[config.mk]
export PLATFORM = sky130hd
export DESIGN_NAME = store_align
export DESIGN_NICKNAME = d
export VERILOG_FILES = /design/src/verilog/rv_isa_pkg.sv /design/src/verilog/lsu_pkg.sv /design/src/verilog/store_align.sv
export SDC_FILE = /design/constraint.sdc
export NUM_CORES = 1
export LEC_CHECK = 0
export ABC_CLOCK_PERIOD_IN_PS = 850
export BUFFER_PORTS_ARGS = -buffer_cell sky130_fd_sc_hd__buf_2
export CAP_MARGIN = 20
export CELL_PAD_IN_SITES_DETAIL_PLACEMENT = 0
export CELL_PAD_IN_SITES_GLOBAL_PLACEMENT = 1
export CORE_ASPECT_RATIO = 0.6
export CORE_UTILIZATION = 16
export DETAILED_ROUTE_END_ITERATION = 7
export GPL_TIMING_DRIVEN = 0
export PLACE_DENSITY_LB_ADDON = 0.1
export REMOVE_ABC_BUFFERS = 1
export SETUP_SLACK_MARGIN = 0.1
export SYNTH_ARGS = -nofsm -noshare
export SYNTH_HDL_FRONTEND = slang
export SYNTH_SLANG_ARGS = --single-unit
[constraint.sdc]
create_clock -name vclk -period 0.85
set_input_delay 0.0425 -clock vclk [all_inputs]
set_output_delay 0.0425 -clock vclk [all_outputs]
set_load 0.01 [all_outputs]
[src/verilog/rv_isa_pkg.sv]
package rv_isa_pkg;

    // Major opcodes of the memory path, other encodings pass through.
    typedef enum logic [6:0] {
        OP_LOAD  = 7'b0000011,
        OP_STORE = 7'b0100011
    } opcode_t;

    localparam logic [2:0] F3_LB  = 3'b000;
    localparam logic [2:0] F3_LH  = 3'b001;
    localparam logic [2:0] F3_LW  = 3'b010;
    localparam logic [2:0] F3_LBU = 3'b100;
    localparam logic [2:0] F3_LHU = 3'b101;

    localparam logic [2:0] F3_SB  = 3'b000;
    localparam logic [2:0] F3_SH  = 3'b001;
    localparam logic [2:0] F3_SW  = 3'b010;

    // Loads.
    typedef struct packed {
        logic [11:0] imm;
        logic [4:0]  rs1;
        logic [2:0]  funct3;
        logic [4:0]  rd;
        opcode_t     opcode;
    } i_type_t;

    // Stores, immediate split around rs2/rs1.
    typedef struct packed {
        logic [6:0] imm_hi;
        logic [4:0] rs2;
        logic [4:0] rs1;
        logic [2:0] funct3;
        logic [4:0] imm_lo;
        opcode_t    opcode;
    } s_type_t;

    // Same 32-bit word, two field layouts.
    typedef union packed {
        i_type_t i;
        s_type_t s;
    } rv_inst_u;

endpackage

[src/verilog/lsu_pkg.sv]
package lsu_pkg;

    typedef enum logic [1:0] {
        SIZE_BYTE = 2'd0,
        SIZE_HALF = 2'd1,
        SIZE_WORD = 2'd2
    } access_size_t;

    // One request as handed over by the requester.
    typedef struct packed {
        rv_isa_pkg::rv_inst_u inst;
        logic [31:0]          base;
        logic [31:0]          store_data;
    } lsu_req_t;

    typedef struct packed {
        logic [31:0] rdata;
        logic        err;
    } lsu_rsp_t;

    // Decoded access.
    typedef struct packed {
        logic         is_load;
        logic         is_store;
        logic         sign_ext;
        access_size_t size;
        logic [1:0]   byte_off;
        logic [29:0]  word_addr; // Byte address >> 2.
        logic         err;
    } mem_access_t;

    typedef struct packed {
        logic [3:0]  wmask;
        logic [31:0] wdata;
    } ram_write_t;

endpackage

[src/verilog/store_align.sv]
`timescale 1ns/1ps

module store_align (
    input  lsu_pkg::mem_access_t access,
    input  logic [31:0]          store_data,
    output lsu_pkg::ram_write_t  wr
);

    import lsu_pkg::*;

    logic [3:0] base_mask;

    always_comb begin
        case (access.size)
            SIZE_BYTE: base_mask = 4'b0001;
            SIZE_HALF: base_mask = 4'b0011;
            default:   base_mask = 4'b1111;
        endcase
    end

    // Lane placement by byte offset.
    assign wr.wmask = base_mask << access.byte_off;
    assign wr.wdata = store_data << {access.byte_off, 3'b000};

endmodule
==> summary.md <==
| Metric | Value |
|---|---|
| Routability congestion estimate | 0.6627 |
| Yosys top cell area share | 0.5676 |
| Total track usage | 0.1209 |
| Post-Syn Area | about 560 µm² |
| Worst slew pin tran | 253.1 ps |
| Nets | 215 |
| CP required | 810 ps |
| Final hold violation count | 0 |
| Tightest Hold Check Type | in2out |
| Synth cell count leaders | mux2i_1 (32), nor2_1 (10), and2_1 (8) |
| Largest cells by area after synthesis | mux2i_1 (57%), o2bb2ai_1 (11%), and2_1 (8.9%), nor2_1 (6.7%), buf_4 (5.3%) |
| # IOs | 106 |
| Iteration-0 DRC Markers | 27 |
| Vias in the first global route | 616 |
| P_leak | between 0.0006 and 0.0007 µW |
| Synthesized instance count | 72 |
| Initial antenna violation count | 0 |
| Internal power | 352.9 µW |
| Pwr Total | 657.7 µW |
| Yosys warnings | 0 |
| Area grow syn2layout | 105.3% |
| Net Sw Frac | 0.4633 |
| Dpl hpwl | approximately 1.5 mm |
| Total power per unit cell area | roughly 570 nW/µm² |
| Post-CTS Hold Fix Bufs | 0 |
| Max Transition Viols Final | 0 |
| Initial Util | 0.1708 |
| Util after Layout | 0.3508 |
| Status | complete, no violations |
| Routed Antenna Nets | 0 |
| Total die area | approximately 3800 µm² |
| Row cnt | 16 |
| Fmax | 1314 MHz |
| Antenna diodes | 0 |
| Clock power share | 0 |
| Vias/cell | between 4 and 5 |
| Crit path cell chain | buf_16, nor2b_4, o2bb2ai_1, buf_2 |
| Clk_buf instances | 0 |
| Core ar. | 3303 µm² |
| Slowest CP cell | nor2b_4 |
| CP max stage delay | roughly 250 ps |
| FF+latch count | 0 |
| Drc violations | 0 |
| First-pass GRT wire length | 3.408 mm |
| First drt pass iteration count | 2 |
| Fin crit period | 761.0 ps |
| Most common cell in the netlist | mux2i_1 |
| Largest net degree at the start of global routing | 16 |
| Startpoint types | input port |
| Register area share after synthesis | 0 |
| Grt ovf | 0 |
| Worst EP arrival | 720 ps |
| Share of layout cells above drive strength 1 | 0.6014 |
| Mean Syn Cell Area | 7.837 µm² |
| Worst-path fanout max | 8 |
| RSZ-0062 raised after global routing | true |
| Synth area leader | mux2i_1 |
| Max rail drop VDD | 0.1770 mV |
| Port bufs | 72 |
| Routed WL per cell | 12.87 µm |
| Comb power frac | 1.000 |
| Kind of critical path | in2out |
| Final WL | 2.419 mm |
| Sequential Area | 0 µm² |
| Switching power | 304.7 µW |
| Synth unique cells | 16 |
| Die Height | 48 µm |
| Sequential Power Share | 0 |
| Relative slew slack | 0.8309 |
| Die width | 78.67 µm |
| Max cap viols | 0 |
| Final worst path period share | 0.8953 |
| Setup violators final | 0 |
| Via count | 835 |
| Worst setup EP type | primary output |
-- worst paths after layout --
path / from / endpoint / slack (ps) / cells after the start
setup / recovery: access[32] / wr[16] / 90 / 4
hold / removal: access[31] / wr[29] / 390 / 3
-- per-stage QoR --
| step | instance area (µm²) | hold slack, ps | setup TNS [ps] | instances | worst slack, ps |
|---|---|---|---|---|---|
| after floorplan | 514.2 | 132.5 | 0 | 65 | 205.2 |
| after global placement | 930.9 | 397.6 | -16770 | 182 | -743.7 |
| after detailed placement | 930.9 | 395.5 | -16980 | 182 | -778.8 |
| after global routing | 1159 | 406.1 | 0 | 188 | 33.38 |
| final | 1159 | 394.4 | 0 | 188 | 88.98 |
| after CTS | 1147 | 398.3 | 0 | 187 | 80.79 |
-- routing by layer --
layer,GRT usage,vias to the layer above,wire length [µm]
li1,-,417,-
met2,0.1965,34,1073
met5,0,-,0
met1,0.1863,384,1193
met4,0,0,0
met3,0.005714,0,153
-- area by class of cell --
type                            count  area (µm²)
Tap cell                           45       56.30
Fill cell                         354        2145
Multi-Input combinational cell     65       574.3
Timing Repair Buffer               78       528.0
-- cell usage in the layout, fill, tap and decap left out, drive strengths merged --
cell / netlist / final
a211oi: 1 / 1
a21oi: 1 / 1
and2: 8 / 8
buf: 7 / 76
bufbuf: 0 / 2
mux2i: 32 / 32
nand2: 1 / 1
nand2b: 1 / 1
nor2: 10 / 10
nor2b: 1 / 1
nor3: 1 / 1
o21ai: 1 / 1
o22ai: 1 / 1
o2bb2ai: 7 / 7
-- power by group through the flow --
stage | Sequential (µW) | Combinational (µW) | Clock [µW]
CTS | 0 | 661 | 0
global placement | 0 | 527 | 0
finish | 0 | 658 | 0
global route | 0 | 719 | 0
floorplan | 0 | 239 | 0
detailed placement | 0 | 525 | 0
-- critical path, delay by kind of cell --
family / cells / cell delay [ps]
buffers and inverters: 2 / 270
AND/OR/NAND/NOR: 1 / 250
AO/OA/AOI/OAI: 1 / 150
-- timing repair --
action | CTS | global route
buffers inserted | 2 | 1
endpoints found under the hold margin | 0 | 0
cloned | 3 | 0
gates resized for setup | 24 | 1
pin swaps | 5 | 1
endpoints found under the setup margin | 36 | 27
-- kinds of logic (layout without fill, tap and decap cells) --
logic type	after synthesis	in the layout	synth area share
compound gates	11	11	0.1508
buf+inv	7	78	0.08868
mux	32	32	0.5676
simple gates	22	22	0.1929
(Power assumes the default switching activity.)
