[src/verilog/rv_isa_pkg.sv]
package rv_isa_pkg;

    // Major opcodes of the memory path, other encodings pass through.
    typedef enum logic [6:0] {
        OP_LOAD  = 7'b0000011,
        OP_STORE = 7'b0100011
    } opcode_t;

    localparam logic [2:0] F3_LB  = 3'b000;
    localparam logic [2:0] F3_LH  = 3'b001;
    localparam logic [2:0] F3_LW  = 3'b010;
    localparam logic [2:0] F3_LBU = 3'b100;
    localparam logic [2:0] F3_LHU = 3'b101;

    localparam logic [2:0] F3_SB  = 3'b000;
    localparam logic [2:0] F3_SH  = 3'b001;
    localparam logic [2:0] F3_SW  = 3'b010;

    // Loads.
    typedef struct packed {
        logic [11:0] imm;
        logic [4:0]  rs1;
        logic [2:0]  funct3;
        logic [4:0]  rd;
        opcode_t     opcode;
    } i_type_t;

    // Stores, immediate split around rs2/rs1.
    typedef struct packed {
        logic [6:0] imm_hi;
        logic [4:0] rs2;
        logic [4:0] rs1;
        logic [2:0] funct3;
        logic [4:0] imm_lo;
        opcode_t    opcode;
    } s_type_t;

    // Same 32-bit word, two field layouts.
    typedef union packed {
        i_type_t i;
        s_type_t s;
    } rv_inst_u;

endpackage

[src/verilog/lsu_pkg.sv]
package lsu_pkg;

    typedef enum logic [1:0] {
        SIZE_BYTE = 2'd0,
        SIZE_HALF = 2'd1,
        SIZE_WORD = 2'd2
    } access_size_t;

    // One request as handed over by the requester.
    typedef struct packed {
        rv_isa_pkg::rv_inst_u inst;
        logic [31:0]          base;
        logic [31:0]          store_data;
    } lsu_req_t;

    typedef struct packed {
        logic [31:0] rdata;
        logic        err;
    } lsu_rsp_t;

    // Decoded access.
    typedef struct packed {
        logic         is_load;
        logic         is_store;
        logic         sign_ext;
        access_size_t size;
        logic [1:0]   byte_off;
        logic [29:0]  word_addr; // Byte address >> 2.
        logic         err;
    } mem_access_t;

    typedef struct packed {
        logic [3:0]  wmask;
        logic [31:0] wdata;
    } ram_write_t;

endpackage

[src/verilog/lsu_ctrl.sv]
`timescale 1ns/1ps

module lsu_ctrl (
    input  logic                 clk,
    input  logic                 reset,
    input  logic                 req,
    input  lsu_pkg::lsu_req_t    request,
    output logic                 ack,
    output lsu_pkg::lsu_req_t    latched,
    input  lsu_pkg::mem_access_t access,
    output logic                 mem_strobe,
    output logic                 mem_we,
    input  logic [31:0]          load_data,
    output lsu_pkg::lsu_rsp_t    response
);

    typedef enum logic [1:0] {
        ST_IDLE,
        ST_ACCESS,
        ST_RESPOND
    } state_t;

    state_t state;

    // RAM is touched for one cycle, and only for a valid access.
    assign mem_strobe = (state == ST_ACCESS) && !access.err;
    assign mem_we = mem_strobe && access.is_store;

    always_ff @(posedge clk) begin
        if (state == ST_IDLE && req) begin
            latched <= request;
        end
    end

    always_ff @(posedge clk) begin
        if (reset) begin
            state <= ST_IDLE;
            ack <= 1'b0;
            response <= '0;
        end else begin
            case (state)
                ST_IDLE: begin
                    if (req) begin
                        state <= ST_ACCESS;
                    end
                end
                ST_ACCESS: begin
                    state <= ST_RESPOND; // Read word lands this edge.
                end
                ST_RESPOND: begin
                    if (!ack) begin
                        ack <= 1'b1;
                        response.err <= access.err;
                        if (access.is_load && !access.err) begin
                            response.rdata <= load_data;
                        end else begin
                            response.rdata <= 32'b0;
                        end
                    end else if (!req) begin
                        // Requester released, close the handshake.
                        ack <= 1'b0;
                        state <= ST_IDLE;
                    end
                end
                default: begin
                    state <= ST_IDLE;
                end
            endcase
        end
    end

endmodule

[config.mk]
export PLATFORM = sky130hd
export DESIGN_NAME = lsu_ctrl
export DESIGN_NICKNAME = d
export VERILOG_FILES = /design/src/verilog/rv_isa_pkg.sv /design/src/verilog/lsu_pkg.sv /design/src/verilog/lsu_ctrl.sv
export SDC_FILE = /design/constraint.sdc
export NUM_CORES = 1
export LEC_CHECK = 0
export BUFFER_PORTS_ARGS = -buffer_cell sky130_fd_sc_hd__buf_2
export CAP_MARGIN = 20
export CORE_AREA = 2 2 116 118
export CTS_BUF_LIST = sky130_fd_sc_hd__clkbuf_16
export DETAILED_ROUTE_END_ITERATION = 16
export DIE_AREA = 0 0 118 120
export GPL_TIMING_DRIVEN = 0
export PLACE_DENSITY_LB_ADDON = 0.1
export SYNTH_ARGS = -nofsm -noshare
export SYNTH_HDL_FRONTEND = slang
export SYNTH_SLANG_ARGS = --single-unit
[constraint.sdc]
create_clock -name clk -period 7.6 [get_ports clk]
set_clock_uncertainty 0.2 [all_clocks]
set_input_delay 0.76 -clock clk [delete_from_list [all_inputs] [get_ports clk]]
set_output_delay 0.76 -clock clk [all_outputs]
set_load 0.01 [all_outputs]
==> qor.txt <==
IO Pins = 301
reg2reg setup slack = 5.32 ns
fin crit period = 2.36 ns
crit path DAT = 1.40 ns
Final HPWL DP = 8600 um
cts bufs inserted = 17
unrepaired setup endpoints after global routing = false
Synth Flop Type = edfxtp_1
area leader, netlist = edfxtp_1
total number of vias = 3192
share of post-route cells with drive strength above 1 = 58.5%
Crit path depth = 3
maximum clock rate = 423 MHz
Slew Limit Fails = 0
LEAKAGE = 2.86 nW
Starting Density = 34.0%
drt total wl = 11100 um
delay-heaviest family, CP = flip-flops
CTS sink count = 132
Synth async-reset ratio = 0%
Core Area = 13000 um2
post-route cell area = 6580 um2
Tcrit/Tclk final = 31.1%
syn nets = 426
Worst Setup End Kind = primary output
Nets = 714
Max clock buf depth = 2
latest clock arrival within the worst-skew pair = 0.40 ns
Worst Path Required = 6.64 ns
Worst Setup EP = mem_we
Root Buffer = clkbuf_16
Final Hold Vio Count = 0
critical path, cell by cell = nor3b_1 -> and2_1 -> buf_2
CTS tree = built
ranking of synthesized cells by area = edfxtp_1 (65%), dfxtp_1 (16%), nand2b_1 (4.5%), nand3_1 (2.5%), nand3_2 (2.3%)
placed inst area = 6070 um2
DRC = 0
Die X = 118 um
filler cell count = 1166
Area growth, synth to finish = 49.0%
Seq/Total Area, Yosys = 81.6%
Setup Crit Path Kind = flip-flop to primary output
slowest CP cell = dfxtp_1
Routed Antenna Nets = 0
Synth Cell Area = 4420 um2
outcome = complete, no violations
first drt pass iteration count = 4
Worst Max-Slew Pin Slew = 0.916 ns
Syn Area/Cell = 17.2 um2
clk slew on worst S/H paths = 0.05 ns
FP Rows = 42
Slew HR = 38.8%
Routed WL per cell = 15.2 um
Reg2Reg Depth = 4
All-Layer GR Usage = 15.6%
crit path launch = state[0]
worst r2r dst = latched[4]
crit-path max FO = 7
Post-CTS Setup Inserts = 0
gpl congestion = 0.702
depth of the CTS H-tree = 4
die area = 14200 um2
PD cells = 257 nW/um2
setup TNS = 0 ns
Synth cell types = 25
ANT cells = 0
maximum VDD drop = 0.108 mV
slowest stage delay, CP = 0.48 ns
setup violators final = 0
vias in the first global route = 3022
Worst R2R Start = state[0]
largest net degree at the start of global routing = 24
Worst setup SP type = flip-flop
First DRT Iteration DRCs = 196
port bufs = 264
initial antenna violation count = 1
CTS Hold Buffers Added = 0
global-route wire length before repair = 16600 um
number of max-cap violations = 0
total congestion overflow = 0
cells after synthesis = 257
Worst Hold Class = flip-flop to flip-flop
CTS resizes = 0
Die Y = 120 um
Post-synth EDFFs = 96
synthesized flop and latch total = 132
CP Buf/Inv Count = 1
post-synth top area share = 65.3%
Via density = 4.35
synth warn = 0
-- sequential cells by signal (all words and copies together) (netlist names) --
register	count
latched	96
response	33
state	2
ack	1
-- worst min-delay path: stages, from the launching register on --
cell      delay [ns]
dfxtp_1         0.30
nand2b_1        0.06
o21ai_1         0.05
-- worst min path at each step --
stage	from	end	slack, ns	depth (start not counted)
final	response[16]	response[16]	0.26	2
after floorplan	state[1]	state[0]	0.28	1
after global routing	response[30]	response[30]	0.28	2
after global placement	response[20]	response[20]	0.25	2
after detailed placement	response[16]	response[16]	0.26	2
after CTS	response[19]	response[19]	0.27	2
-- layer usage --
| layer | GRT usage, % | share of wire, % |
|---|---|---|
| met4 | 6.55 | 1.6 |
| met1 | 17.3 | 38 |
| met2 | 26.5 | 51 |
| met3 | 6.42 | 9.5 |
| met5 | 0 | 0 |
-- cells in the final DEF, fill, tap and decap left out, drive strengths merged --
master    Yosys  layout
inv           2       8
nand2         1       1
dfxtp        36      36
a21oi         2       2
nand3        32      32
clkbuf        4      21
o21ai        33      33
nor2          1       1
and2          1       1
edfxtp       96      96
nor3          1       1
clkinvlp      0       1
a211o         1       1
nor4          1       1
bufinv        0       1
nand2b       32      32
buf          10     279
mux2i         1       1
clkinv        0       6
nor3b         3       3
-- through the flow --
stage / hold slack (ns) / cells / power, mW / util (%) / setup WS [ns]
finish: 0.264 / 733 / 1.69 / 50.7 / 5.24
detailed placement: 0.256 / 702 / 1.00 / 46.8 / 4.78
CTS: 0.266 / 733 / 1.71 / 50.7 / 5.20
global route: 0.279 / 733 / 1.76 / 50.7 / 5.07
global placement: 0.251 / 697 / 0.994 / 46.0 / 0.850
floorplan: 0.278 / 257 / 0.912 / - / 2.40
-- where the power goes --
group	total [mW]	switching (mW)	internal, mW
combinational	0.151	0.0823	0.0691
sequential	0.833	0.0105	0.823
clock	0.706	0.272	0.434
total	1.69	0.365	1.33
-- cell families after synthesis --
| family | Yosys count | synth area share (%) |
|---|---|---|
| buffers and inverters | 16 | 2.46 |
| multiplexers | 1 | 0.227 |
| flip-flops | 132 | 81.6 |
| AO/OA/AOI/OAI | 36 | 5.01 |
| AND/OR/NAND/NOR | 72 | 10.7 |
-- synthesized netlist by cell type (2+ instances only) --
cell,count
a21oi_1,2
clkbuf_1,3
nand3_1,22
dfxtp_1,36
edfxtp_1,96
nand3_2,10
buf_2,2
o21ai_1,18
buf_6,4
buf_4,4
o21ai_2,10
o21ai_0,5
nand2b_1,32
inv_1,2
-- layout make-up --
class | instances | area (um2) | area share, %
clock buffer | 17 | 425 | 6.46
tap | 176 | 220 | 3.34
inverter | 2 | 7.51 | 0.114
clock inverter | 14 | 87.6 | 1.33
buffer | 14 | 101 | 1.54
timing repair buffer | 269 | 1420 | 21.6
sequential | 132 | 3600 | 54.7
multi-input combinational | 109 | 717 | 10.9
No activity file was read; power rests on OpenSTA's default activity.
