===== src/verilog/rv_isa_pkg.sv =====
package rv_isa_pkg;

    // Major opcodes of the memory path, other encodings pass through.
    typedef enum logic [6:0] {
        OP_LOAD  = 7'b0000011,
        OP_STORE = 7'b0100011
    } opcode_t;

    localparam logic [2:0] F3_LB  = 3'b000;
    localparam logic [2:0] F3_LH  = 3'b001;
    localparam logic [2:0] F3_LW  = 3'b010;
    localparam logic [2:0] F3_LBU = 3'b100;
    localparam logic [2:0] F3_LHU = 3'b101;

    localparam logic [2:0] F3_SB  = 3'b000;
    localparam logic [2:0] F3_SH  = 3'b001;
    localparam logic [2:0] F3_SW  = 3'b010;

    // Loads.
    typedef struct packed {
        logic [11:0] imm;
        logic [4:0]  rs1;
        logic [2:0]  funct3;
        logic [4:0]  rd;
        opcode_t     opcode;
    } i_type_t;

    // Stores, immediate split around rs2/rs1.
    typedef struct packed {
        logic [6:0] imm_hi;
        logic [4:0] rs2;
        logic [4:0] rs1;
        logic [2:0] funct3;
        logic [4:0] imm_lo;
        opcode_t    opcode;
    } s_type_t;

    // Same 32-bit word, two field layouts.
    typedef union packed {
        i_type_t i;
        s_type_t s;
    } rv_inst_u;

endpackage


===== src/verilog/lsu_pkg.sv =====
package lsu_pkg;

    typedef enum logic [1:0] {
        SIZE_BYTE = 2'd0,
        SIZE_HALF = 2'd1,
        SIZE_WORD = 2'd2
    } access_size_t;

    // One request as handed over by the requester.
    typedef struct packed {
        rv_isa_pkg::rv_inst_u inst;
        logic [31:0]          base;
        logic [31:0]          store_data;
    } lsu_req_t;

    typedef struct packed {
        logic [31:0] rdata;
        logic        err;
    } lsu_rsp_t;

    // Decoded access.
    typedef struct packed {
        logic         is_load;
        logic         is_store;
        logic         sign_ext;
        access_size_t size;
        logic [1:0]   byte_off;
        logic [29:0]  word_addr; // Byte address >> 2.
        logic         err;
    } mem_access_t;

    typedef struct packed {
        logic [3:0]  wmask;
        logic [31:0] wdata;
    } ram_write_t;

endpackage


===== src/verilog/load_align.sv =====
`timescale 1ns/1ps

module load_align (
    input  lsu_pkg::mem_access_t access,
    input  logic [31:0]          raw,
    output logic [31:0]          data
);

    import lsu_pkg::*;

    logic [31:0] shifted;

    // Addressed byte down to lane 0.
    assign shifted = raw >> {access.byte_off, 3'b000};

    always_comb begin
        case (access.size)
            SIZE_BYTE: begin
                if (access.sign_ext) begin
                    data = {{24{shifted[7]}}, shifted[7:0]};
                end else begin
                    data = {24'b0, shifted[7:0]};
                end
            end
            SIZE_HALF: begin
                if (access.sign_ext) begin
                    data = {{16{shifted[15]}}, shifted[15:0]};
                end else begin
                    data = {16'b0, shifted[15:0]};
                end
            end
            default: data = shifted;
        endcase
    end

endmodule


===== config.mk =====
export PLATFORM = sky130hd
export DESIGN_NAME = load_align
export DESIGN_NICKNAME = d
export VERILOG_FILES = /design/src/verilog/rv_isa_pkg.sv /design/src/verilog/lsu_pkg.sv /design/src/verilog/load_align.sv
export SDC_FILE = /design/constraint.sdc
export NUM_CORES = 1
export LEC_CHECK = 0
export ABC_CLOCK_PERIOD_IN_PS = 930
export BUFFER_PORTS_ARGS = -buffer_cell sky130_fd_sc_hd__clkbuf_2
export CORE_MARGIN = 10
export CORE_UTILIZATION = 31
export DETAILED_ROUTE_END_ITERATION = 8
export PLACE_DENSITY_LB_ADDON = 0.15
export SETUP_SLACK_MARGIN = 0.5
export SLEW_MARGIN = 20
export SYNTH_ARGS = -nofsm -noshare
export SYNTH_HDL_FRONTEND = slang
export SYNTH_SLANG_ARGS = --single-unit

===== constraint.sdc =====
create_clock -name vclk -period 0.93
set_input_delay 0.0465 -clock vclk [all_inputs]
set_output_delay 0.0465 -clock vclk [all_outputs]
set_load 0.01 [all_outputs]

==> key figures, run 1 <==
Run status
  • Status: complete, but fails checks
  • Failing checks: setup timing

Timing
  • Minimum clock period: 1140 ps
  • Endpoints failing hold: 0
  • Slew HR: 81.0%
  • Fmax: 0.874 GHz
  • Slew @ Worst Pin: between 200 and 300 ps
  • Final Slew Violations: 0
  • Setup ws final: -214 ps
  • Period Utilization, post-route: 123%
  • RSZ-0062 raised after global routing: true
  • Final setup viols: 31
  • Final TNS setup: -4690 ps

Logic synthesis
  • Avg Synthesized Cell Area: 7.63 um2
  • Synth Warn #: 0
  • Post-Synthesis Cells: 106
  • Post-synthesis sequential area ratio: 0%
  • Syn Std Cell Area: 808 um2
  • Syn Nets: between 150 and 200
  • Netlist cell types: 28

Critical path
  • Critical Path AT: 1100 ps
  • Crit start category: input port
  • Worst Path Required: between 800 and 900 ps
  • Crit Path Category: in -> out
  • CP Launch Point: access[32]
  • Worst Setup End Kind: primary output
  • Highest net fanout along the worst path: 16

Drt
  • Final WL: 3.85 mm
  • Vias: 1209
  • Residual DRC count: 0
  • DR iter-0 viols: 43
  • Vias per inst: between 5 and 6
  • Average wire per cell in the routed design: 17.4 um
  • DR pass1 iterations: 4
  • ANT nets after route: 0

Layout
  • Ant diodes: 0
  • Final sequential cell count: 0
  • Area Growth Syn to Fin: 106%
  • Commonest cells after routing, fill and taps aside: 51 x clkbuf_2, 17 x buf_4, 16 x buf_2, 12 x mux2i_1, 10 x a21oi_2
  • Nets: 263
  • Layout Cells excl Fill: between 200 and 250
  • Fraction of layout cells with a size suffix above 1: 76.4%
  • Most common cell after layout, fill and taps aside: clkbuf_2
  • Reg area: 0 um2
  • Clock buffer count in the final layout: 0

Die
  • FP Rows: 18
  • Die footprint: a little over 5000 um2
  • Io pins: between 100 and 150
  • CORE AREA: roughly 2500 um2
  • Initial Util: 32.6%
  • Die height: ~70 um
  • Die Width: 71.1 um

Hold path
  • Worst hold start: raw[30]
  • Worst hold path class: in -> out

Global routing
  • Largest net degree at the start of global routing: 18
  • Initial antenna violation count: 0
  • Vias in the first global route: approximately 1300
  • First-pass GRT wire length: 5.93 mm
  • Overflow after GRT: 0
  • Gr usage total: 13.3%

Pwr
  • PD cells: 588 nW/um2
  • LEAKAGE: between 0.7 and 0.8 nW
  • Worst VDD drop: ~0.34 mV

Placement
  • Gpl congestion: 0.849
  • PortBufs: 69
  • Placed insts: 215
  • DPL Wire Length: slightly below 3 mm

Flow run
  • Max cap viols: 0
[repair_timing]
action,4_1_cts,5_1_grt
gates resized for setup,21,38
buffers inserted,2,1
endpoints found under the hold margin,0,0
pin swaps,3,4
hold buffers,0,0
gates cloned,3,0
endpoints found under the setup margin,32,32
[kinds of logic after synthesis]
family | synth area share [%]
AOI/OAI and AO/OA | 45.4
xor gates and xnor gates | 1.08
buffers and inverters | 10.2
muxes | 23.4
and+or+nand+nor | 20.0
[synth_stat cells (2+ instances only)]
| library cell | instances | area share, % |
|---|---|---|
| or2_1 | 2 | 1.5 |
| mux2i_1 | 16 | 20 |
| o22ai_1 | 6 | 4.6 |
| nor2b_1 | 9 | 7.0 |
| nand2_1 | 2 | 0.93 |
| buf_6 | 5 | 7.0 |
| o22ai_2 | 2 | 3.1 |
| or2_2 | 6 | 4.6 |
| a21oi_1 | 15 | 9.3 |
| a21boi_0 | 7 | 6.5 |
| a211oi_1 | 7 | 6.5 |
| nand2b_1 | 2 | 1.5 |
| buf_2 | 3 | 1.9 |
| o2bb2ai_1 | 8 | 8.7 |
| clkbuf_1 | 2 | 0.93 |
| nor2_1 | 2 | 0.93 |
[report_power, final]
part / total [mW] / switching [mW] / internal (mW)
Sequential: 0 / 0 / 0
Clock: 0 / 0 / 0
Combinational: 0.981 / 0.474 / 0.507
Total: 0.981 / 0.474 / 0.507
[worst paths after layout]
| check | endpoint | slack, ps | cells after the start |
|---|---|---|---|
| max | data[19] | -210 | 6 |
| min | data[30] | 430 | 3 |
[stage by stage]
| step | utilization [%] | power, mW | hold WS, ps | cell area (um2) | worst slack (ps) |
|---|---|---|---|---|---|
| after floorplan | - | 0.473 | 235 | 908 | -77.1 |
| after global placement | 55.6 | 0.808 | 434 | 1380 | -280 |
| after detailed placement | 55.6 | 0.824 | 435 | 1380 | -304 |
| after CTS | 63.0 | 0.924 | 437 | 1560 | -191 |
| after global routing | 67.3 | 1.05 | 464 | 1670 | -251 |
| final | 67.3 | 0.981 | 431 | 1670 | -214 |
[per-layer routing]
metal  track usage (%)  share of wire (%)  vias to the layer above
met2              25.9                 51                       48
li1                  -                  -                      583
met5                 0                  0                        -
met1              14.3                 40                      576
met4             0.215               0.26                        0
met3              4.18                8.9                        2
[area by class of cell]
class,instances,area [um2]
repair buffers,96,693
fillers,204,810
multi-input cells,95,937
well taps,30,37.5
[worst max-delay path: stages]
cell and delay, ps:
clkbuf_16 150, mux2i_4 200, and2_1 170, buf_12 150, o22ai_1 200, clkbuf_2 170
(Power assumes the default switching activity.)
==> run 2, diff against run 1 <==
--- a/config.mk
+++ b/config.mk
@@ -7,8 +7,10 @@
 export LEC_CHECK = 0
 export ABC_CLOCK_PERIOD_IN_PS = 930
 export BUFFER_PORTS_ARGS = -buffer_cell sky130_fd_sc_hd__clkbuf_2
+export CELL_PAD_IN_SITES_DETAIL_PLACEMENT = 0
+export CELL_PAD_IN_SITES_GLOBAL_PLACEMENT = 2
 export CORE_MARGIN = 10
-export CORE_UTILIZATION = 31
+export CORE_UTILIZATION = 13
 export DETAILED_ROUTE_END_ITERATION = 8
 export PLACE_DENSITY_LB_ADDON = 0.15
 export SETUP_SLACK_MARGIN = 0.5
==> key figures, run 2 (synthesized netlist as in run 1, its figures left out) <==
Global routing
  • Vias in the first global route: 1354
  • Largest net degree at the start of global routing: 17
  • Gr usage total: 8.26%
  • First-pass GRT wire length: 6.93 mm
  • Overflow after GRT: 0
  • Initial antenna violation count: 0

Drt
  • ANT nets after route: 0
  • DR iter-0 viols: 34
  • Vias: 1173
  • Vias per inst: 4.30
  • Final WL: 4.46 mm
  • DR pass1 iterations: 4
  • Residual DRC count: 0
  • Average wire per cell in the routed design: 16.3 um

Die
  • FP Rows: 28
  • CORE AREA: ~6000 um2
  • Die Width: 98.9 um
  • Die height: between 90 and 100 um
  • Initial Util: roughly 13%
  • Io pins: 102
  • Die footprint: 9770 um2

Layout
  • Finished Cell Area: 1720 um2
  • Reg area: 0 um2
  • Ant diodes: 0
  • Nets: between 200 and 300
  • Clock buffer count in the final layout: 0
  • Commonest cells after routing, fill and taps aside: 49 x clkbuf_2, 19 x buf_2, 18 x buf_4, 14 x mux2i_1, 12 x a21oi_1
  • Fraction of layout cells with a size suffix above 1: 72.7%
  • Area Growth Syn to Fin: 113%
  • Most common cell after layout, fill and taps aside: clkbuf_2
  • Filler instances: between 600 and 700
  • Final sequential cell count: 0

Pwr
  • Clock network power share: 0%
  • Combinational power share: between 90% and 100%
  • Worst VDD drop: about 0.18 mV
  • Final total power: around 0.98 mW
  • Net Sw Frac: 48.3%
  • Internal power: around 0.50 mW
  • LEAKAGE: between 0.8 and 0.9 nW
  • Sequential share of power: 0%
  • Net Switching: 0.471 mW
  • PD cells: around 570 nW/um2

Placement
  • DP Worst Slack: -405 ps
  • PortBufs: slightly below 70
  • Gpl congestion: 0.813
  • DPL Wire Length: 3.62 mm
  • Dpl cell area: 1450 um2

Critical path
  • Worst Setup End Kind: primary output
  • Critical Path AT: 1120 ps
  • Crit Path Category: in -> out
  • CP cell instances: clkbuf_16 > mux2_4 > o221ai_4 > buf_12 > o22ai_1 > clkbuf_2
  • Slowest CP cell: mux2_4
  • Crit start category: input port
  • Critical Path End: data[20]
  • Worst Path Required: approximately 880 ps
  • Highest net fanout along the worst path: 16
  • CP Launch Point: access[32]
  • Critical Path Max Stage Delay: 330 ps

Timing
  • Final TNS setup: -5700 ps
  • Fmax: ~0.86 GHz
  • RSZ-0062 raised after global routing: true
  • Final Slew Violations: 0
  • Slew @ Worst Pin: 201 ps
  • Slew HR: 86.2%
  • Endpoints failing hold: 0
  • Setup ws final: -234 ps
  • Final setup viols: 31
  • Period Utilization, post-route: 125%
  • Minimum clock period: 1160 ps

Run status
  • Failing checks: setup timing
  • Status: complete, but fails checks

Flow run
  • Max cap viols: 0

Clocking
  • CTS Hold Bufs: 0

Hold path
  • Worst hold path class: in -> out
[run 2: worst min path at each step]
stage / start / to / cells past startpoint
4_1_cts: raw[26] / data[26] / 3
5_1_grt: raw[26] / data[26] / 3
2_1_floorplan: raw[24] / data[24] / 1
3_5_place_dp: raw[26] / data[26] / 3
3_3_place_gp: raw[25] / data[25] / 3
6_report: raw[26] / data[26] / 3
[run 2: power by group through the flow]
stage / clock network, mW / registers, mW / logic [mW]
after floorplan: 0 / 0 / 0.473
after global placement: 0 / 0 / 0.844
after detailed placement: 0 / 0 / 0.847
after CTS: 0 / 0 / 0.915
after global routing: 0 / 0 / 1.07
final: 0 / 0 / 0.976
[run 2: final cells by class]
type | count | area (um2) | area share, %
well taps | 75 | 93.8 | 5.45
multi-input cells | 95 | 893 | 51.9
repair buffers | 103 | 733 | 42.6
[run 2: timing repair]
item	in CTS	in global routing
gates resized for setup	23	38
setup endpoints to repair	32	32
pin swaps	2	5
cloned	0	1
setup buffers	4	3
[run 2: metal layers]
metal,share of wire [%],vias to the layer above,track usage [%]
li1,-,594,-
met5,0,-,0
met2,50,37,15.8
met1,45,540,9.76
met4,0.58,0,0
met3,4.6,2,1.47
[run 2: worst max-delay path: cells and delay by family]
kind | cells | cell delay (ps)
buf+inv | 3 | 470
compound gates | 2 | 260
mux | 1 | 330
[run 2: stage by stage]
stage | utilization (%) | instances | hold WS, ps
4_1_cts | 26.3 | 269 | 440
6_report | 28.7 | 273 | 441
2_1_floorplan | - | 106 | 235
3_5_place_dp | 24.1 | 265 | 439
5_1_grt | 28.7 | 273 | 451
3_3_place_gp | 24.1 | 265 | 443
