File: src/verilog/rv_isa_pkg.sv
package rv_isa_pkg;

    // Major opcodes of the memory path, other encodings pass through.
    typedef enum logic [6:0] {
        OP_LOAD  = 7'b0000011,
        OP_STORE = 7'b0100011
    } opcode_t;

    localparam logic [2:0] F3_LB  = 3'b000;
    localparam logic [2:0] F3_LH  = 3'b001;
    localparam logic [2:0] F3_LW  = 3'b010;
    localparam logic [2:0] F3_LBU = 3'b100;
    localparam logic [2:0] F3_LHU = 3'b101;

    localparam logic [2:0] F3_SB  = 3'b000;
    localparam logic [2:0] F3_SH  = 3'b001;
    localparam logic [2:0] F3_SW  = 3'b010;

    // Loads.
    typedef struct packed {
        logic [11:0] imm;
        logic [4:0]  rs1;
        logic [2:0]  funct3;
        logic [4:0]  rd;
        opcode_t     opcode;
    } i_type_t;

    // Stores, immediate split around rs2/rs1.
    typedef struct packed {
        logic [6:0] imm_hi;
        logic [4:0] rs2;
        logic [4:0] rs1;
        logic [2:0] funct3;
        logic [4:0] imm_lo;
        opcode_t    opcode;
    } s_type_t;

    // Same 32-bit word, two field layouts.
    typedef union packed {
        i_type_t i;
        s_type_t s;
    } rv_inst_u;

endpackage

File: src/verilog/lsu_pkg.sv
package lsu_pkg;

    typedef enum logic [1:0] {
        SIZE_BYTE = 2'd0,
        SIZE_HALF = 2'd1,
        SIZE_WORD = 2'd2
    } access_size_t;

    // One request as handed over by the requester.
    typedef struct packed {
        rv_isa_pkg::rv_inst_u inst;
        logic [31:0]          base;
        logic [31:0]          store_data;
    } lsu_req_t;

    typedef struct packed {
        logic [31:0] rdata;
        logic        err;
    } lsu_rsp_t;

    // Decoded access.
    typedef struct packed {
        logic         is_load;
        logic         is_store;
        logic         sign_ext;
        access_size_t size;
        logic [1:0]   byte_off;
        logic [29:0]  word_addr; // Byte address >> 2.
        logic         err;
    } mem_access_t;

    typedef struct packed {
        logic [3:0]  wmask;
        logic [31:0] wdata;
    } ram_write_t;

endpackage

File: src/verilog/lsu_decode.sv
`timescale 1ns/1ps

module lsu_decode (
    input  lsu_pkg::lsu_req_t    latched,
    output lsu_pkg::mem_access_t access
);

    import lsu_pkg::*;
    import rv_isa_pkg::*;

    logic [31:0] imm;
    logic [31:0] eff_addr;

    // S-type immediate for stores, I-type for everything else.
    assign imm = (latched.inst.s.opcode == OP_STORE)
               ? {{20{latched.inst.s.imm_hi[6]}}, latched.inst.s.imm_hi, latched.inst.s.imm_lo}
               : {{20{latched.inst.i.imm[11]}}, latched.inst.i.imm};

    assign eff_addr = latched.base + imm;

    always_comb begin
        logic bad_op;
        bad_op = 1'b0;
        access = '0;
        access.size = SIZE_WORD;
        access.byte_off = eff_addr[1:0];
        access.word_addr = eff_addr[31:2];
        case (latched.inst.i.opcode)
            OP_LOAD: begin
                access.is_load = 1'b1;
                case (latched.inst.i.funct3)
                    F3_LB: begin
                        access.size = SIZE_BYTE;
                        access.sign_ext = 1'b1;
                    end
                    F3_LH: begin
                        access.size = SIZE_HALF;
                        access.sign_ext = 1'b1;
                    end
                    F3_LW:  access.size = SIZE_WORD;
                    F3_LBU: access.size = SIZE_BYTE;
                    F3_LHU: access.size = SIZE_HALF;
                    default: bad_op = 1'b1;
                endcase
            end
            OP_STORE: begin
                access.is_store = 1'b1;
                case (latched.inst.s.funct3)
                    F3_SB: access.size = SIZE_BYTE;
                    F3_SH: access.size = SIZE_HALF;
                    F3_SW: access.size = SIZE_WORD;
                    default: bad_op = 1'b1;
                endcase
            end
            default: bad_op = 1'b1;
        endcase
        access.err = bad_op
                   || (access.size == SIZE_HALF && eff_addr[0])
                   || (access.size == SIZE_WORD && eff_addr[1:0] != 2'b00);
    end

endmodule

File: config.mk
export PLATFORM = sky130hd
export DESIGN_NAME = lsu_decode
export DESIGN_NICKNAME = d
export VERILOG_FILES = /design/src/verilog/rv_isa_pkg.sv /design/src/verilog/lsu_pkg.sv /design/src/verilog/lsu_decode.sv
export SDC_FILE = /design/constraint.sdc
export NUM_CORES = 1
export LEC_CHECK = 0
export ABC_AREA = 0
export BUFFER_PORTS_ARGS = -buffer_cell sky130_fd_sc_hd__buf_2
export CAP_MARGIN = 0
export CORE_AREA = 2 2 81 83
export DETAILED_ROUTE_END_ITERATION = 6
export DIE_AREA = 0 0 83 85
export PLACE_DENSITY = 0.72
export SYNTH_ARGS = -nofsm -noshare
export SYNTH_HDL_FRONTEND = slang
export SYNTH_SLANG_ARGS = --single-unit
export TNS_END_PERCENT = 1
File: constraint.sdc
create_clock -name vclk -period 7.5
set_input_delay 1.5 -clock vclk [all_inputs]
set_output_delay 1.5 -clock vclk [all_outputs]
set_load 0.01 [all_outputs]
==> out/results.ini, run 1 <==
[global_routing]
grt_max_degree = 22
grt_pass1_vias = 2156
antenna_found_initial = 0
grt_first_pass_wirelength_um = 9170
grt_use_total = 0.147
grt_overflow_total = 0

[sta]
final_hold_viol_count = 0
fin_crit_sh = 0.848
layout_setup_ws_ps = 1140
grt_setup_unrepaired = no
finalSetupViolCount = 0
worst_pin_slew_ps = 421
relSlewSlack = 0.716
maxSlewViolCount = 0
timing.final.crit_period_ps = 6360
setup_tns_ps = 0
fmax_mhz = 157

[worst_setup_path]
crit_type = in -> out
critPathRequiredTime_ps = 6000
cp_cell_sequence = buf_2 > nor4_1 > and3_1 > nand2_1 > mux2_2 > ha_1 > inv_1 > fa_1 > nand2b_1 > a21oi_1 > o21ai_0 > o211ai_1 > a21oi_1 > o31ai_1 > xor2_1 > buf_2
startpoint = latched[67]
path_buf_inv = 3
arrival_ps = 4860
crit_fanout = 6
path_delay_family = compound AO/OA/AOI/OAI gates
max_stage_delay_ps = 390
cpMaxStageDelayCell = fa_1
cp-end-kind = output pin
cp-start-kind = input pin

[routing]
routed_wl_um = 5580
vias = 2322
drt_iter0_drc = 113
firstDrtPassIters = 4
via_per_inst = 5.39
post-route-drc-count = 0
routedWlPerCell_um = 13.0
ant_nets = 0

[floorplanning]
initial_utilization = 0.298
core_mm2 = 0.00620
ios = 134
die_w_um = 83
rows = 29
dieArea_mm2 = 0.00706
dieHeight_um = 85

[place]
gp_congestion = 0.902
dp_hpwl_um = 4760
port_buffers = 97
pre_cts_ws_ps = 1170

[finish]
seqCellArea_um2 = 0
area_growth_pct = 29.1
antennaDiodeCount = 0
fin_nets = 484
layout-drive-gt1-share = 0.299
clockBufferCount = 0
seq_cell_count = 0

[yosys]
syn_nets = 394
seq_area_frac_synth = 0
yosysTopAreaCellShare = 0.209
yosysTopAreaCell = ha_1
syn_area_per_cell_um2 = 6.96
synth_top_cells_by_area = ha_1, a21oi_1, xnor2_1
synth.distinct_cells = 48
yosysWarnings = 0
synth_area_mm2 = 0.00185
synthesis.instances = 266

[min_path]
whs_endpoint = access[35]
min_path_type = in -> out
worstHoldStart = latched[77]
min_path_cells = 3

[cts]
post_cts_buffers = 0
cts_resized = 0
postCtsHoldBufs = 0

[power_and_ir_drop]
vdd_drop_max_v = 0.0000334
powerDensity_mw_per_mm2 = 97.7
p_leak_nw = 1.17

[outcome]
status = finished, final reports clean

[flow_run]
cap_violations = 0

[area by class of cell]
type,instances,area (um2)
fill,681,3810
inverter,7,26.3
multi-input combinational,250,1780
tap,77,96.3
timing repair buffer,97,485
[cell families after synthesis]
logic type	share of synthesized area
adder cells (fa/ha/maj)	0.220
XOR/XNOR	0.137
multiplexers	0.0304
AND/OR/NAND/NOR	0.228
buffers and inverters	0.0372
AO/OA/AOI/OAI	0.347
[report_power, final]
part	internal (mW)	total [mW]	switching (mW)
clock network	0	0	0
registers	0	0	0
logic	0.101	0.234	0.132
[cell usage after synthesis, types with 5 or more instances]
| cell | n |
|---|---|
| xnor2_1 | 16 |
| nand2_1 | 26 |
| xor2_1 | 13 |
| mux2_2 | 5 |
| nand4_1 | 6 |
| o21a_1 | 5 |
| nor2_1 | 13 |
| nor3_1 | 5 |
| nand2b_1 | 7 |
| inv_1 | 7 |
| o21ai_0 | 17 |
| ha_1 | 31 |
| and3_1 | 5 |
| a21oi_1 | 37 |
| a21o_1 | 7 |
| nand3_1 | 6 |
| clkbuf_1 | 7 |
[worst min-delay path, stage by stage]
cell and delay (ps):
buf_2 90, nor3b_1 40, buf_2 130
[worst max-delay path by stage]
stage	end	depth (start not counted)
detailed placement	access[27]	16
floorplan	access[27]	14
CTS	access[27]	16
finish	access[27]	16
global route	access[27]	16
global placement	access[27]	16
[through the flow]
step | cells | hold WS, ps | power [mW] | instance area, um2 | util
final | 431 | 3250 | 0.234 | 2390 | 0.385
after global routing | 431 | 3280 | 0.256 | 2390 | 0.385
after CTS | 431 | 3250 | 0.233 | 2390 | 0.385
after detailed placement | 431 | 3250 | 0.232 | 2390 | 0.385
after global placement | 431 | 3250 | 0.229 | 2390 | 0.385
after floorplan | 266 | 3050 | 0.152 | 1850 | -
[per-layer routing]
metal,up-vias,track usage,part of all wire
met5,-,0,0
li1,1195,-,-
met1,1047,0.188,0.44
met4,0,0.0283,0.014
met3,8,0.0107,0.051
met2,72,0.271,0.49
[placed cells by master (no fill, tap or decap), types with 3 or more instances in the layout]
| master | netlist | layout |
|---|---|---|
| and2_1 | 3 | 3 |
| nor2_1 | 13 | 13 |
| o21ai_0 | 17 | 17 |
| mux2_2 | 5 | 5 |
| o21bai_1 | 4 | 4 |
| nor2b_1 | 4 | 4 |
| xor2_1 | 13 | 13 |
| ha_1 | 31 | 31 |
| nand3_1 | 6 | 6 |
| xnor2_1 | 16 | 16 |
| a21o_1 | 7 | 7 |
| o211ai_1 | 4 | 4 |
| buf_2 | 1 | 97 |
| nand2_1 | 26 | 26 |
| o21a_1 | 5 | 5 |
| and3_1 | 5 | 5 |
| nor3_1 | 5 | 5 |
| nand2b_1 | 7 | 7 |
| nor4_1 | 4 | 4 |
| inv_1 | 7 | 7 |
| a31oi_1 | 4 | 4 |
| a21oi_1 | 37 | 37 |
| nand4_1 | 6 | 6 |
(Power assumes the default switching activity.)
==> run 2, diff against run 1 <==
--- a/config.mk
+++ b/config.mk
@@ -5,13 +5,13 @@
 export SDC_FILE = /design/constraint.sdc
 export NUM_CORES = 1
 export LEC_CHECK = 0
-export ABC_AREA = 0
+export ABC_AREA = 1
 export BUFFER_PORTS_ARGS = -buffer_cell sky130_fd_sc_hd__buf_2
 export CAP_MARGIN = 0
-export CORE_AREA = 2 2 81 83
+export CORE_AREA = 2 2 94 96
 export DETAILED_ROUTE_END_ITERATION = 6
-export DIE_AREA = 0 0 83 85
-export PLACE_DENSITY = 0.72
+export DIE_AREA = 0 0 96 98
+export PLACE_DENSITY = 0.7
 export SYNTH_ARGS = -nofsm -noshare
 export SYNTH_HDL_FRONTEND = slang
 export SYNTH_SLANG_ARGS = --single-unit
==> constraint.sdc (replaced) <==
create_clock -name vclk -period 5.2
set_input_delay 1.04 -clock vclk [all_inputs]
set_output_delay 1.04 -clock vclk [all_outputs]
set_load 0.01 [all_outputs]
==> out/results.ini, run 2 <==
[outcome]
status = finished, final reports clean

[global_routing]
grt_first_pass_wirelength_um = 12800  ; +39%
antenna_found_initial = 0  ; unchanged
grt_overflow_total = 0  ; unchanged
grt_use_total = 0.161  ; +0.0147
grt_max_degree = 22  ; unchanged
grt_pass1_vias = 3055  ; +42%

[floorplanning]
die_w_um = 96  ; +16%
dieHeight_um = 98  ; +15%
core_mm2 = 0.00847  ; +36%
dieArea_mm2 = 0.00941  ; +33%
rows = 34  ; +17%
ios = 134  ; unchanged
initial_utilization = 0.299  ; about the same

[sta]
fin_crit_sh = 0.860
relSlewSlack = 0.713  ; -0.00300
grt_setup_unrepaired = no
timing.final.crit_period_ps = 4470
layout_setup_ws_ps = 726  ; -417 ps
fmax_mhz = 224
setup_tns_ps = 0  ; unchanged
maxSlewViolCount = 0  ; unchanged
final_hold_viol_count = 0  ; unchanged
worst_pin_slew_ps = 431  ; +9.85 ps
finalSetupViolCount = 0  ; unchanged

[power_and_ir_drop]
p_int_mw = 0.142  ; +40%
powerDensity_mw_per_mm2 = 115  ; +18%
vdd_drop_max_v = 0.0000267  ; -20%
power.share.clock = 0  ; unchanged
swShare = 0.611  ; +0.0437
p_leak_nw = 2.23  ; +90%
combinationalPowerShare = 1.000  ; about the same
seqPwrFrac = 0  ; unchanged
power.switching_mw = 0.222  ; +68%

[worst_setup_path]
crit_type = in -> out
cp_cell_sequence = buf_2 > nor2_1 > nand4_2 > nor2_4 > inv_1 > o21ai_2 > inv_1 > fa_1 > inv_1 > nand3_1 > nand3_1 > nand3_1 > nand3_1 > nand2_1 > nand2_1 > nand2_1 > nand2_1 > buf_2
max_stage_delay_ps = 460  ; +70 ps
cp-end-kind = output pin
cpMaxStageDelayCell = fa_1
arrival_ps = 3430  ; -1430 ps
path_delay_family = simple AND/OR/NAND/NOR gates
cp-start-kind = input pin
crit_fanout = 6  ; unchanged
path_buf_inv = 5  ; +2
critPathRequiredTime_ps = 4160  ; -1840 ps

[yosys]
synthesis.instances = 538  ; +100%
yosysTopAreaCellShare = 0.370  ; +0.160
yosysTopAreaCell = nand2_1
syn_area_per_cell_um2 = 4.70  ; -33%
synth_top_cells_by_area = nand2_1, inv_1, ha_1
synth_commonest_cells = nand2_1, inv_1, nor2_1, ha_1, nand3_1
synth_area_mm2 = 0.00253  ; +36%
yosysMostFrequentCell = nand2_1
syn_nets = 666  ; +69%
seq_area_frac_synth = 0  ; unchanged
yosysWarnings = 0  ; unchanged
synth.distinct_cells = 22  ; -54%

[finish]
layout-drive-gt1-share = 0.169  ; -0.131
fin_area_mm2 = 0.00315  ; +32%
layout_common_cells = nand2_1, inv_1, buf_2
seq_cell_count = 0  ; unchanged
layout.cells.most_common = nand2_1
area_growth_pct = 24.6
multi_input_area_mm2 = 0.00206  ; +16%
seqCellArea_um2 = 0  ; unchanged
antennaDiodeCount = 0  ; unchanged
fin_nets = 765  ; +58%
clockBufferCount = 0  ; unchanged
fillers = 977  ; +43%

[routing]
routedWlPerCell_um = 9.81  ; -24%
vias = 3162  ; +36%
via_per_inst = 4.26  ; -21%
post-route-drc-count = 0  ; unchanged
ant_nets = 0  ; unchanged
routed_wl_um = 7290  ; +31%
firstDrtPassIters = 4  ; unchanged
drt_iter0_drc = 151  ; +34%

[flow_run]
cap_violations = 0  ; unchanged

[place]
dp_hpwl_um = 6580  ; +38%
port_buffers = 97  ; unchanged
gp_congestion = 0.893  ; -0.99%
pre_cts_ws_ps = 751  ; -419 ps
placed_area_mm2 = 0.00315  ; +32%

[min_path]
min_path_type = in -> out

[cts]
postCtsHoldBufs = 0  ; unchanged
post_cts_buffers = 0  ; unchanged
cts_resized = 0  ; unchanged

==> run 2: cell type report <==
cell class / count / area share
inverter: 124 / 0.148
timing repair buffer: 97 / 0.154
tap: 108 / 0.0429
multi-input combinational: 414 / 0.655
==> run 2: tightest hold or removal path: stages <==
cell	delay [ps]
buf_2	90
nor4_1	40
buf_2	130
==> run 2: stage by stage <==
stage / util / hold slack, ps / total power [mW] / cells
floorplan: - / 2130 / 0.242 / 538
global placement: 0.372 / 2330 / 0.363 / 743
detailed placement: 0.372 / 2330 / 0.365 / 743
CTS: 0.372 / 2340 / 0.367 / 743
global route: 0.372 / 2360 / 0.418 / 743
finish: 0.372 / 2330 / 0.363 / 743
==> run 2: logic make-up (layout without fill, tap and decap cells) <==
family | count (synthesis) | after routing | share of synthesized area
AO/OA/AOI/OAI | 28 | 28 | 0.0624
AND/OR/NAND/NOR | 339 | 339 | 0.540
XOR/XNOR | 15 | 15 | 0.0520
adder cells (fa/ha/maj) | 32 | 32 | 0.161
buffers and inverters | 124 | 221 | 0.184
==> run 2: worst paths after layout <==
check	from	to	slack [ps]	cells past startpoint
max	latched[68]	access[27]	730	18
min	latched[77]	access[35]	2330	3
==> run 2: power groups by stage <==
stage | Sequential, mW | Clock, mW | Combinational (mW)
finish | 0 | 0 | 0.363
global route | 0 | 0 | 0.418
CTS | 0 | 0 | 0.367
detailed placement | 0 | 0 | 0.365
global placement | 0 | 0 | 0.363
floorplan | 0 | 0 | 0.242
==> run 2: routing by layer <==
layer  track usage  wire length, um
met2         0.301             3480
met3       0.00926              231
met1         0.204             3450
met5             0                0
met4        0.0231              130
